===== src/rv_pipe_pkg.sv =====
package rv_pipe_pkg;

    // alu function select, 4 bits wide
    typedef enum logic [3:0] {
        ALU_ADD    = 4'd0,
        ALU_SUB    = 4'd1,
        ALU_AND    = 4'd2,
        ALU_OR     = 4'd3,
        ALU_XOR    = 4'd4,
        ALU_SLL    = 4'd5,
        ALU_SRL    = 4'd6,
        ALU_SRA    = 4'd7,
        ALU_SLT    = 4'd8,
        ALU_SLTU   = 4'd9,
        ALU_PASS_B = 4'd10             // lui passes the u-immediate
    } alu_op_e;

    typedef enum logic {
        WB_ALU = 1'b0,                 // result comes from the alu
        WB_MEM = 1'b1                  // result comes from data memory
    } wb_src_e;

    // rv32i major opcodes
    localparam logic [6:0] OPC_OP     = 7'b0110011;
    localparam logic [6:0] OPC_OP_IMM = 7'b0010011;
    localparam logic [6:0] OPC_LUI    = 7'b0110111;
    localparam logic [6:0] OPC_LOAD   = 7'b0000011;
    localparam logic [6:0] OPC_STORE  = 7'b0100011;
    localparam logic [6:0] OPC_BRANCH = 7'b1100011;
    localparam logic [6:0] OPC_JAL    = 7'b1101111;

    typedef struct packed {
        logic        valid;
        logic [31:0] pc;
        logic [31:0] inst;
    } if_id_t;

    typedef struct packed {
        logic        valid;
        logic [31:0] pc;
        logic [4:0]  rs1;              // zero when the operand is not read
        logic [4:0]  rs2;
        logic [31:0] rs1_val;
        logic [31:0] rs2_val;
        logic [31:0] imm;
        logic [4:0]  rd;
        alu_op_e     alu_op;
        logic        use_imm;          // operand b from imm instead of rs2
        logic        is_branch;
        logic        branch_ne;        // bne when set, beq otherwise
        logic        is_jal;
        logic        mem_read;
        logic        mem_write;
        logic        reg_write;
        wb_src_e     wb_src;
    } id_ex_t;

    typedef struct packed {
        logic        valid;
        logic [31:0] alu_result;       // also the memory address
        logic [31:0] store_data;
        logic [4:0]  rd;
        logic        mem_read;
        logic        mem_write;
        logic        reg_write;
        wb_src_e     wb_src;
    } ex_mem_t;

    typedef struct packed {
        logic        reg_write;
        logic [4:0]  rd;
        logic [31:0] data;
    } wb_bus_t;

endpackage

===== src/rv_pipe_top.sv =====
`timescale 1ns/1ps

module rv_pipe_top #(
    parameter logic [31:0] RESET_PC = 32'h0000_0000
) (
    input  logic        clk,
    input  logic        reset,
    // instruction rom
    output logic [31:0] imem_addr,
    input  logic [31:0] imem_data,
    // data ram
    output logic        dmem_we,
    output logic [31:0] dmem_addr,
    output logic [31:0] dmem_wdata,
    input  logic [31:0] dmem_rdata
);
    import rv_pipe_pkg::*;

    if_id_t      if_id;
    id_ex_t      id_ex;
    ex_mem_t     ex_mem;
    wb_bus_t     wb;                 // to register file and exe forwarding
    wb_bus_t     mem_fwd;            // mem stage alu result
    logic [4:0]  id_rs1;
    logic [4:0]  id_rs2;
    logic        exe_load;
    logic [4:0]  exe_rd;
    logic        redirect;
    logic [31:0] redirect_pc;
    logic        if_en;
    logic        id_en;
    logic        id_flush;
    logic        exe_flush;

    fetch_stage #(.RESET_PC(RESET_PC)) u_fetch (
        .clk, .reset, .if_en, .id_en, .id_flush, .redirect, .redirect_pc,
        .imem_addr, .imem_data, .if_id
    );

    decode_stage u_decode (
        .clk, .reset, .id_flush, .exe_flush, .if_id, .wb, .id_rs1, .id_rs2, .id_ex
    );

    sf_controller u_sf_ctrl (
        .clk, .reset, .id_rs1, .id_rs2, .exe_load, .exe_rd, .redirect,
        .if_en, .id_en, .id_flush, .exe_flush
    );

    execute_stage u_execute (
        .clk, .reset, .id_ex, .mem_fwd, .wb, .exe_load, .exe_rd,
        .redirect, .redirect_pc, .ex_mem
    );

    mem_wb_stage u_mem_wb (
        .clk, .reset, .ex_mem, .dmem_we, .dmem_addr, .dmem_wdata, .dmem_rdata,
        .mem_fwd, .wb
    );

endmodule


===== src/mem_wb_stage.sv =====
`timescale 1ns/1ps

module mem_wb_stage (
    input  logic                 clk,
    input  logic                 reset,
    input  rv_pipe_pkg::ex_mem_t ex_mem,
    // data memory, answers in the same cycle
    output logic                 dmem_we,
    output logic [31:0]          dmem_addr,
    output logic [31:0]          dmem_wdata,
    input  logic [31:0]          dmem_rdata,
    // write-back and forwarding buses
    output rv_pipe_pkg::wb_bus_t mem_fwd,
    output rv_pipe_pkg::wb_bus_t wb
);
    import rv_pipe_pkg::*;

    logic [31:0] result;          // value headed for wb
    wb_bus_t     wb_q;

    assign dmem_we    = ex_mem.valid && ex_mem.mem_write;
    assign dmem_addr  = ex_mem.alu_result;    // word address in bytes
    assign dmem_wdata = ex_mem.store_data;

    // load data not ready for forwarding here, the hazard unit stalls instead
    assign mem_fwd.reg_write = ex_mem.valid && ex_mem.reg_write && !ex_mem.mem_read;
    assign mem_fwd.rd        = ex_mem.rd;
    assign mem_fwd.data      = ex_mem.alu_result;

    // word loads only
    assign result = (ex_mem.wb_src == WB_MEM) ? dmem_rdata : ex_mem.alu_result;

    // mem/wb register
    always_ff @(posedge clk) begin
        wb_q.rd   <= ex_mem.rd;
        wb_q.data <= result;
        if (reset) begin
            wb_q.reg_write <= 1'b0;
        end else begin
            wb_q.reg_write <= ex_mem.valid && ex_mem.reg_write;
        end
    end

    assign wb = wb_q;

    // store addresses come from the exe adder and forwarded base registers
    a_store_aligned : assert property (
        @(posedge clk) disable iff (reset) dmem_we |-> dmem_addr[1:0] == 2'b00
    ) else $error("store to unaligned address 0x%08h", dmem_addr);

endmodule


===== src/execute_stage.sv =====
`timescale 1ns/1ps

module execute_stage (
    input  logic                 clk,
    input  logic                 reset,
    input  rv_pipe_pkg::id_ex_t  id_ex,
    input  rv_pipe_pkg::wb_bus_t mem_fwd,      // alu result in mem, loads excluded
    input  rv_pipe_pkg::wb_bus_t wb,           // value being written back
    output logic                 exe_load,
    output logic [4:0]           exe_rd,
    output logic                 redirect,     // combinational in exe
    output logic [31:0]          redirect_pc,
    output rv_pipe_pkg::ex_mem_t ex_mem
);
    import rv_pipe_pkg::*;

    logic [31:0] op_a;
    logic [31:0] op_b;                         // forwarded rs2, also the store data
    logic [31:0] alu_b;
    logic [31:0] alu_out;
    logic        equal;
    logic        taken;
    ex_mem_t     e;
    ex_mem_t     ex_mem_q;

    // newest producer wins, mem before wb before register file
    function automatic logic [31:0] fwd(input logic [4:0] rs, input logic [31:0] rf_val,
                                        input wb_bus_t m, input wb_bus_t w);
        if (rs != 5'd0 && m.reg_write && m.rd == rs) begin
            return m.data;
        end
        if (rs != 5'd0 && w.reg_write && w.rd == rs) begin
            return w.data;
        end
        return rf_val;
    endfunction

    assign op_a  = fwd(id_ex.rs1, id_ex.rs1_val, mem_fwd, wb);
    assign op_b  = fwd(id_ex.rs2, id_ex.rs2_val, mem_fwd, wb);
    assign alu_b = id_ex.use_imm ? id_ex.imm : op_b;

    always_comb begin
        case (id_ex.alu_op)
            ALU_ADD:    alu_out = op_a + alu_b;
            ALU_SUB:    alu_out = op_a - alu_b;
            ALU_AND:    alu_out = op_a & alu_b;
            ALU_OR:     alu_out = op_a | alu_b;
            ALU_XOR:    alu_out = op_a ^ alu_b;
            ALU_SLL:    alu_out = op_a << alu_b[4:0];
            ALU_SRL:    alu_out = op_a >> alu_b[4:0];
            ALU_SRA:    alu_out = $unsigned($signed(op_a) >>> alu_b[4:0]);
            ALU_SLT:    alu_out = {31'd0, $signed(op_a) < $signed(alu_b)};
            ALU_SLTU:   alu_out = {31'd0, op_a < alu_b};
            ALU_PASS_B: alu_out = alu_b;
            default:    alu_out = 32'd0;
        endcase
    end

    // branch compare uses the forwarded operands
    assign equal       = op_a == op_b;
    assign taken       = id_ex.is_branch && (id_ex.branch_ne ? !equal : equal);
    assign redirect    = id_ex.valid && (taken || id_ex.is_jal);
    assign redirect_pc = id_ex.pc + id_ex.imm;        // same adder for branch and jal

    assign exe_load = id_ex.valid && id_ex.mem_read;  // hazard unit input
    assign exe_rd   = id_ex.rd;

    always_comb begin
        e.valid      = id_ex.valid;
        e.alu_result = id_ex.is_jal ? id_ex.pc + 32'd4 : alu_out;   // jal links pc+4
        e.store_data = op_b;
        e.rd         = id_ex.rd;
        e.mem_read   = id_ex.mem_read;
        e.mem_write  = id_ex.mem_write;
        e.reg_write  = id_ex.reg_write;
        e.wb_src     = id_ex.wb_src;
    end

    // exe/mem register
    always_ff @(posedge clk) begin
        ex_mem_q <= e;
        if (reset) begin
            ex_mem_q.valid <= 1'b0;
        end
    end

    assign ex_mem = ex_mem_q;

endmodule


===== src/sf_controller.sv =====
`timescale 1ns/1ps

module sf_controller (
    input  logic       clk,
    input  logic       reset,
    // id stage
    input  logic [4:0] id_rs1,        // zero when not read by the id instruction
    input  logic [4:0] id_rs2,
    // exe stage
    input  logic       exe_load,      // valid load sitting in exe
    input  logic [4:0] exe_rd,
    input  logic       redirect,      // taken branch or jal resolved in exe
    // stage controls
    output logic       if_en,         // pc register enable
    output logic       id_en,         // if/id register enable
    output logic       id_flush,      // clears if/id valid
    output logic       exe_flush      // clears id/exe valid
);

    /*
        load-use costs one bubble

        lw      IF  ID  EXE MEM WB
        add         IF  ID  ID  EXE MEM WB
                            ^ held here, load value forwarded from wb
    */

    logic load_use;
    logic stall;

    assign load_use = exe_load && exe_rd != 5'd0 &&
                      (id_rs1 == exe_rd || id_rs2 == exe_rd);
    assign stall    = load_use && !redirect;    // redirect kills the consumer anyway

    assign if_en     = !stall;
    assign id_en     = !stall;
    assign id_flush  = redirect;
    assign exe_flush = stall || redirect;       // bubble or squash into id/exe

    // after a stall the load has moved to mem and exe holds the bubble
    a_if_one_stall : assert property (
        @(posedge clk) disable iff (reset) !if_en |=> if_en
    ) else $error("if_en low for two cycles");

    a_id_one_stall : assert property (
        @(posedge clk) disable iff (reset) !id_en |=> id_en
    ) else $error("id_en low for two cycles");

    // stage valids are clear once reset has been seen at an edge
    a_reset_quiet : assert property (
        @(posedge clk) $past(reset) && reset |-> !id_flush && !exe_flush
    ) else $error("flush raised during reset");

endmodule


===== src/decode_stage.sv =====
`timescale 1ns/1ps

module decode_stage (
    input  logic                 clk,
    input  logic                 reset,
    input  logic                 id_flush,    // redirect squashes the id instruction
    input  logic                 exe_flush,   // bubble into id/exe
    input  rv_pipe_pkg::if_id_t  if_id,
    input  rv_pipe_pkg::wb_bus_t wb,          // register file write port
    output logic [4:0]           id_rs1,      // to the hazard unit
    output logic [4:0]           id_rs2,
    output rv_pipe_pkg::id_ex_t  id_ex
);
    import rv_pipe_pkg::*;

    logic [31:0] rf [32];                     // x0 slot never written
    id_ex_t      d;
    id_ex_t      id_ex_q;
    logic        known;                       // opcode is in the supported subset
    logic        use_rs1;
    logic        use_rs2;
    logic        live;

    logic [6:0]  opcode;
    logic [2:0]  funct3;
    logic [6:0]  funct7;
    logic [31:0] imm_i;
    logic [31:0] imm_s;
    logic [31:0] imm_b;
    logic [31:0] imm_u;
    logic [31:0] imm_j;

    assign opcode = if_id.inst[6:0];
    assign funct3 = if_id.inst[14:12];
    assign funct7 = if_id.inst[31:25];

    assign imm_i = {{20{if_id.inst[31]}}, if_id.inst[31:20]};
    assign imm_s = {{20{if_id.inst[31]}}, if_id.inst[31:25], if_id.inst[11:7]};
    assign imm_b = {{19{if_id.inst[31]}}, if_id.inst[31], if_id.inst[7],
                    if_id.inst[30:25], if_id.inst[11:8], 1'b0};
    assign imm_u = {if_id.inst[31:12], 12'h000};
    assign imm_j = {{11{if_id.inst[31]}}, if_id.inst[31], if_id.inst[19:12],
                    if_id.inst[20], if_id.inst[30:21], 1'b0};

    function automatic alu_op_e alu_decode(input logic [2:0] f3, input logic alt);
        alu_op_e op;
        case (f3)
            3'b000:  op = alt ? ALU_SUB : ALU_ADD;
            3'b001:  op = ALU_SLL;
            3'b010:  op = ALU_SLT;
            3'b011:  op = ALU_SLTU;
            3'b100:  op = ALU_XOR;
            3'b101:  op = alt ? ALU_SRA : ALU_SRL;
            3'b110:  op = ALU_OR;
            default: op = ALU_AND;
        endcase
        return op;
    endfunction

    // write-before-read so wb data is seen in the same cycle
    function automatic logic [31:0] rf_read(input logic [4:0] idx, input logic [31:0] stored,
                                            input wb_bus_t w);
        if (idx == 5'd0) begin
            return 32'd0;
        end
        if (w.reg_write && w.rd == idx) begin
            return w.data;
        end
        return stored;
    endfunction

    always_comb begin
        d       = '0;
        d.pc    = if_id.pc;
        d.rd    = if_id.inst[11:7];
        d.imm   = imm_i;                      // i-type unless overridden
        known   = 1'b1;
        use_rs1 = 1'b1;
        use_rs2 = 1'b0;
        case (opcode)
            OPC_OP: begin
                d.alu_op    = alu_decode(funct3, funct7[5]);
                d.reg_write = 1'b1;
                use_rs2     = 1'b1;
            end
            OPC_OP_IMM: begin
                d.alu_op    = alu_decode(funct3, funct3 == 3'b101 && funct7[5]); // srai only
                d.use_imm   = 1'b1;
                d.reg_write = 1'b1;
            end
            OPC_LUI: begin
                d.alu_op    = ALU_PASS_B;
                d.imm       = imm_u;
                d.use_imm   = 1'b1;
                d.reg_write = 1'b1;
                use_rs1     = 1'b0;
            end
            OPC_LOAD: begin
                d.use_imm   = 1'b1;           // add base and offset
                d.mem_read  = 1'b1;
                d.reg_write = 1'b1;
                d.wb_src    = WB_MEM;
            end
            OPC_STORE: begin
                d.imm       = imm_s;
                d.use_imm   = 1'b1;
                d.mem_write = 1'b1;
                use_rs2     = 1'b1;
            end
            OPC_BRANCH: begin
                d.imm       = imm_b;
                d.is_branch = 1'b1;
                d.branch_ne = funct3[0];
                known       = funct3[2:1] == 2'b00;   // beq and bne only
                use_rs2     = 1'b1;
            end
            OPC_JAL: begin
                d.imm       = imm_j;
                d.is_jal    = 1'b1;
                d.reg_write = 1'b1;
                use_rs1     = 1'b0;
            end
            default: begin
                known   = 1'b0;               // unsupported word runs as a nop
                use_rs1 = 1'b0;
            end
        endcase
        live      = if_id.valid && !id_flush && known;
        d.valid   = live;
        d.rs1     = (live && use_rs1) ? if_id.inst[19:15] : 5'd0;
        d.rs2     = (live && use_rs2) ? if_id.inst[24:20] : 5'd0;
        d.rs1_val = rf_read(d.rs1, rf[d.rs1], wb);
        d.rs2_val = rf_read(d.rs2, rf[d.rs2], wb);
    end

    assign id_rs1 = d.rs1;
    assign id_rs2 = d.rs2;
    assign id_ex  = id_ex_q;

    always_ff @(posedge clk) begin
        if (wb.reg_write && wb.rd != 5'd0) begin
            rf[wb.rd] <= wb.data;
        end
    end

    // id/exe register, never held
    always_ff @(posedge clk) begin
        id_ex_q <= d;
        if (reset || exe_flush) begin
            id_ex_q.valid <= 1'b0;            // bubble
        end
    end

endmodule


===== src/fetch_stage.sv =====
`timescale 1ns/1ps

module fetch_stage #(
    parameter logic [31:0] RESET_PC = 32'h0000_0000
) (
    input  logic                clk,
    input  logic                reset,
    input  logic                if_en,        // low holds the pc on a load-use stall
    input  logic                id_en,        // low holds if/id
    input  logic                id_flush,     // squash the instruction being fetched
    input  logic                redirect,     // taken branch or jal in exe
    input  logic [31:0]         redirect_pc,
    output logic [31:0]         imem_addr,
    input  logic [31:0]         imem_data,    // combinational rom answer
    output rv_pipe_pkg::if_id_t if_id
);
    import rv_pipe_pkg::*;

    logic [31:0] pc_q;
    if_id_t      if_id_q;

    assign imem_addr = pc_q;
    assign if_id     = if_id_q;

    // program counter, redirect wins over the stall hold
    always_ff @(posedge clk) begin
        if (reset) begin
            pc_q <= RESET_PC;
        end else if (redirect) begin
            pc_q <= redirect_pc;
        end else if (if_en) begin
            pc_q <= pc_q + 32'd4;                 // sequential fetch
        end
    end

    // if/id register
    always_ff @(posedge clk) begin
        if (id_en) begin
            if_id_q.pc    <= pc_q;
            if_id_q.inst  <= imem_data;
            if_id_q.valid <= 1'b1;
        end
        if (reset || id_flush) begin
            if_id_q.valid <= 1'b0;                // fetched word becomes a bubble
        end
    end

    // the redirect target comes from exe and must keep fetch word aligned
    a_fetch_aligned : assert property (
        @(posedge clk) disable iff (reset) imem_addr[1:0] == 2'b00
    ) else $error("fetch address 0x%08h not word aligned", imem_addr);

endmodule


===== config.mk =====
export PLATFORM = sky130hd
export DESIGN_NAME = rv_pipe_top
export DESIGN_NICKNAME = d
export VERILOG_FILES = /design/src/rv_pipe_pkg.sv /design/src/rv_pipe_top.sv /design/src/mem_wb_stage.sv /design/src/execute_stage.sv /design/src/sf_controller.sv /design/src/decode_stage.sv /design/src/fetch_stage.sv
export SDC_FILE = /design/constraint.sdc
export NUM_CORES = 2
export LEC_CHECK = 0
export BUFFER_PORTS_ARGS = -buffer_cell sky130_fd_sc_hd__buf_2
export CAP_MARGIN = 15
export CORE_ASPECT_RATIO = 0.5
export CORE_MARGIN = 1.5
export CORE_UTILIZATION = 35
export CTS_BUF_LIST = sky130_fd_sc_hd__clkbuf_8
export DETAILED_ROUTE_END_ITERATION = 8
export SYNTH_ARGS = -nofsm -noshare
export SYNTH_HDL_FRONTEND = slang
export SYNTH_SLANG_ARGS = --single-unit

===== constraint.sdc =====
create_clock -name clk -period 6.65 [get_ports clk]
set_input_delay 0.9975 -clock clk [delete_from_list [all_inputs] [get_ports clk]]
set_output_delay 0.9975 -clock clk [all_outputs]
set_load 0.05 [all_outputs]

==> flow_metrics.env <==
export IMPL_dieArea_um2=215000
export IMPL_slew_headroom_pct=13.5
export IMPL_clkLatencyLatePin_ns=1.05
export IMPL_fmax_ghz=0.151
export IMPL_drive_gt1_share_pct=17.2
export IMPL_die_w_um=655
export IMPL_hold_viol=0
export IMPL_crit_type="flip-flop to flip-flop"
export IMPL_cp_end_kind="flip-flop"
export IMPL_postCtsHoldBufs=0
export IMPL_port_buffers=162
export IMPL_cts_buffer_depth=3
export IMPL_dp_cells=9737
export IMPL_yosysTopAreaCellShare_pct=44.0
export IMPL_ys_warn_count=0
export IMPL_drv_slew=0
export IMPL_critPathArrivalTime_ns=7.48
export IMPL_final_cell_mix="edfxtp_1, nand2_1, nor2_1"
export IMPL_layout_commonest_cell="edfxtp_1"
export IMPL_synth_area_top_cells="edfxtp_1, dfxtp_1, mux2i_1"
export IMPL_crit_chain="xor2_1 > nor4_1 > and4_2 > buf_12 > mux2i_1 > a221o_1 > nand2_1 > a2111oi_1 > and4_1 > a21oi_1 > nor2_2 > buf_12 > nand4_1 > inv_2 > xnor2_1 > and4_1 > a2111oi_1 > a31oi_1"
export IMPL_status="finished clean"
export IMPL_cp_startpoint="u_mem_wb.wb[34]"
export IMPL_ys_seq_elements=1387
export IMPL_synth_main_ff_cell="edfxtp_1"
export IMPL_worst_slew_pin_transition_ns=1.29
export IMPL_numCtsBuffers=207
export IMPL_pin_count=163
export IMPL_critPathMaxFanout=31
export IMPL_yosys_area_top_type="edfxtp_1"
export IMPL_dp_hpwl_um=234000
export IMPL_min_period_ns=6.63
export IMPL_rr_startpoint="u_mem_wb.wb[34]"
export IMPL_cts_tree="done"
export IMPL_cts_root_buf="clkbuf_8"
export IMPL_grt_overflow=0
export IMPL_postRouteAntennaNets=0
export IMPL_crit_slowest_cell="a2111oi_1"
export IMPL_peakVddDrop_v=0.000204
export IMPL_rows=119
export IMPL_instances_no_fill=10149
export IMPL_cts_sinks=1387
export IMPL_grt_pass1_vias=61086
export IMPL_synth_edf_count=1088
export IMPL_viasPerCell=6.52
export IMPL_skew_ns=0.0988
export IMPL_ys_seq_area_share_pct=52.0
export IMPL_path_clk_slew_ns=0.07
export IMPL_via_count=66134
export IMPL_finalSetupViolations=0
export IMPL_drv_cap=0
export IMPL_htree_levels=4
export IMPL_utilization_pct=40.1
export IMPL_area_delta_synth_final_pct=13.7
export IMPL_syn_area_um2=74300
export IMPL_leakagePower_uw=0.0314
export IMPL_startpoint_type="flip-flop"
export IMPL_grt_first_pass_wirelength_um=481000
export IMPL_fin_crit_sh_pct=99.7
export IMPL_drt_iter0_drc=11992
export IMPL_fillers=20294
export IMPL_hold_ws_ns=0.175
export IMPL_place_congestion=1.00
export IMPL_final_area_um2=84500
export IMPL_fin_nets=7305
export IMPL_placed_area_um2=80200
export IMPL_ys_types=105
export IMPL_core_area_um2=211000
export IMPL_remaining_drc_errors=0
export IMPL_antenna_found_initial=26
export IMPL_drt_first_pass_iters=9
export IMPL_route_detailed_wl_per_inst_um=34.8
export IMPL_min_from="imem_data[21]"
export IMPL_grt_max_degree=97
export IMPL_power_density_nw_per_um2=207
export IMPL_syn_inst=6882
export IMPL_die_y_um=329
export IMPL_critPathMaxStageDelay_ns=0.87
export IMPL_start_util_pct=35.3
export IMPL_async_flop_share_pct=0
export IMPL_cp_required_ns=7.50
export IMPL_min_path_type="input pin to flip-flop"
export IMPL_wirelength_um=353000
export IMPL_syn_area_per_cell_um2=10.8
export IMPL_track_usage_pct=31.6
layer usage:
| layer | vias to the layer above | GRT usage (%) | routed length (um) |
|---|---|---|---|
| met1 | 32644 | 40.5 | 130000 |
| met5 | - | 0 | 148 |
| met4 | 18 | 18.5 | 24500 |
| met3 | 1192 | 11.3 | 51700 |
| met2 | 5457 | 45.7 | 146000 |
| li1 | 26823 | - | - |
worst paths after layout:
| path | endpoint | slack (ns) | cells past startpoint |
|---|---|---|---|
| worst max-delay path | u_decode.id_ex[67] | 0.02 | 18 |
| worst min-delay path | u_fetch.if_id[21] | 0.17 | 1 |
| worst max register to register | u_decode.id_ex[67] | 0.02 | 18 |
| worst min register to register | u_execute.ex_mem[2] | 0.33 | 0 |
per-stage QoR:
stage	setup WS (ns)	setup TNS, ns	total power [uW]
floorplan	0.0658	0	10000
CTS	0.108	0	17400
finish	0.0229	0	17500
global route	-0.0434	-0.0474	17900
global placement	0.0904	0	10300
detailed placement	0.108	0	10300
flip-flops by register name, summed over array words and instances, names as in the netlist:
register and count:
u_decode.id_ex 155, u_decode.rf 1024, u_execute.ex_mem 73, u_fetch.if_id 65, u_fetch.imem_addr 32, u_mem_wb.wb 38
Yosys cell counts (130+ instances only):
library cell,instances
nand2_1,631
nand3_1,187
o22ai_1,156
o21ai_0,357
mux2_2,159
ha_1,130
dfxtp_1,299
inv_1,138
a21oi_1,456
edfxtp_1,1088
mux2i_1,396
nor3_1,183
clkbuf_1,361
nor2_1,547
power breakdown:
part           total (uW)  switching, uW  leakage (uW)  internal [uW]
clock                7300           3740       0.00242           3560
combinational         764            524        0.0151            240
sequential           9420           96.4        0.0139           9320
total               17500           4370        0.0314          13100
critical path, delay by kind of cell, from the launching register on:
family | cells | cell delay, ns
AOI/OAI and AO/OA | 5 | 2.28
and+or+nand+nor | 7 | 2.03
buffers and inverters | 3 | 0.91
DFF | 1 | 0.51
muxes | 1 | 0.40
xor gates and xnor gates | 2 | 0.27
area by class of cell:
type                            instances  area, um2  area share [%]
Clock inverter                        168       1100            1.30
Multi-Input combinational cell       4796      33000            39.1
Clock buffer                          225       3100            3.67
Antenna cell                           16       40.0          0.0474
Inverter                              149        582           0.689
Sequential cell                      1387      38700            45.8
Timing Repair Buffer                  565       4400            5.21
Tap cell                             2843       3560            4.21
logic make-up after synthesis:
| family | count (synthesis) | share of synthesized area [%] |
|---|---|---|
| xor+xnor | 148 | 1.74 |
| flops | 1387 | 52.0 |
| compound gates | 1951 | 17.7 |
| buf+inv | 731 | 4.48 |
| other cells | 1 | 0.00505 |
| fa+ha+maj | 133 | 2.27 |
| simple gates | 1888 | 11.5 |
| mux | 643 | 10.2 |
what timing repair did:
action / 4_1_cts / 5_1_grt
endpoints found under the setup margin: 0 / 13
buffers inserted: 0 / 2
gates resized for setup: 0 / 12
(Power assumes the default switching activity.)
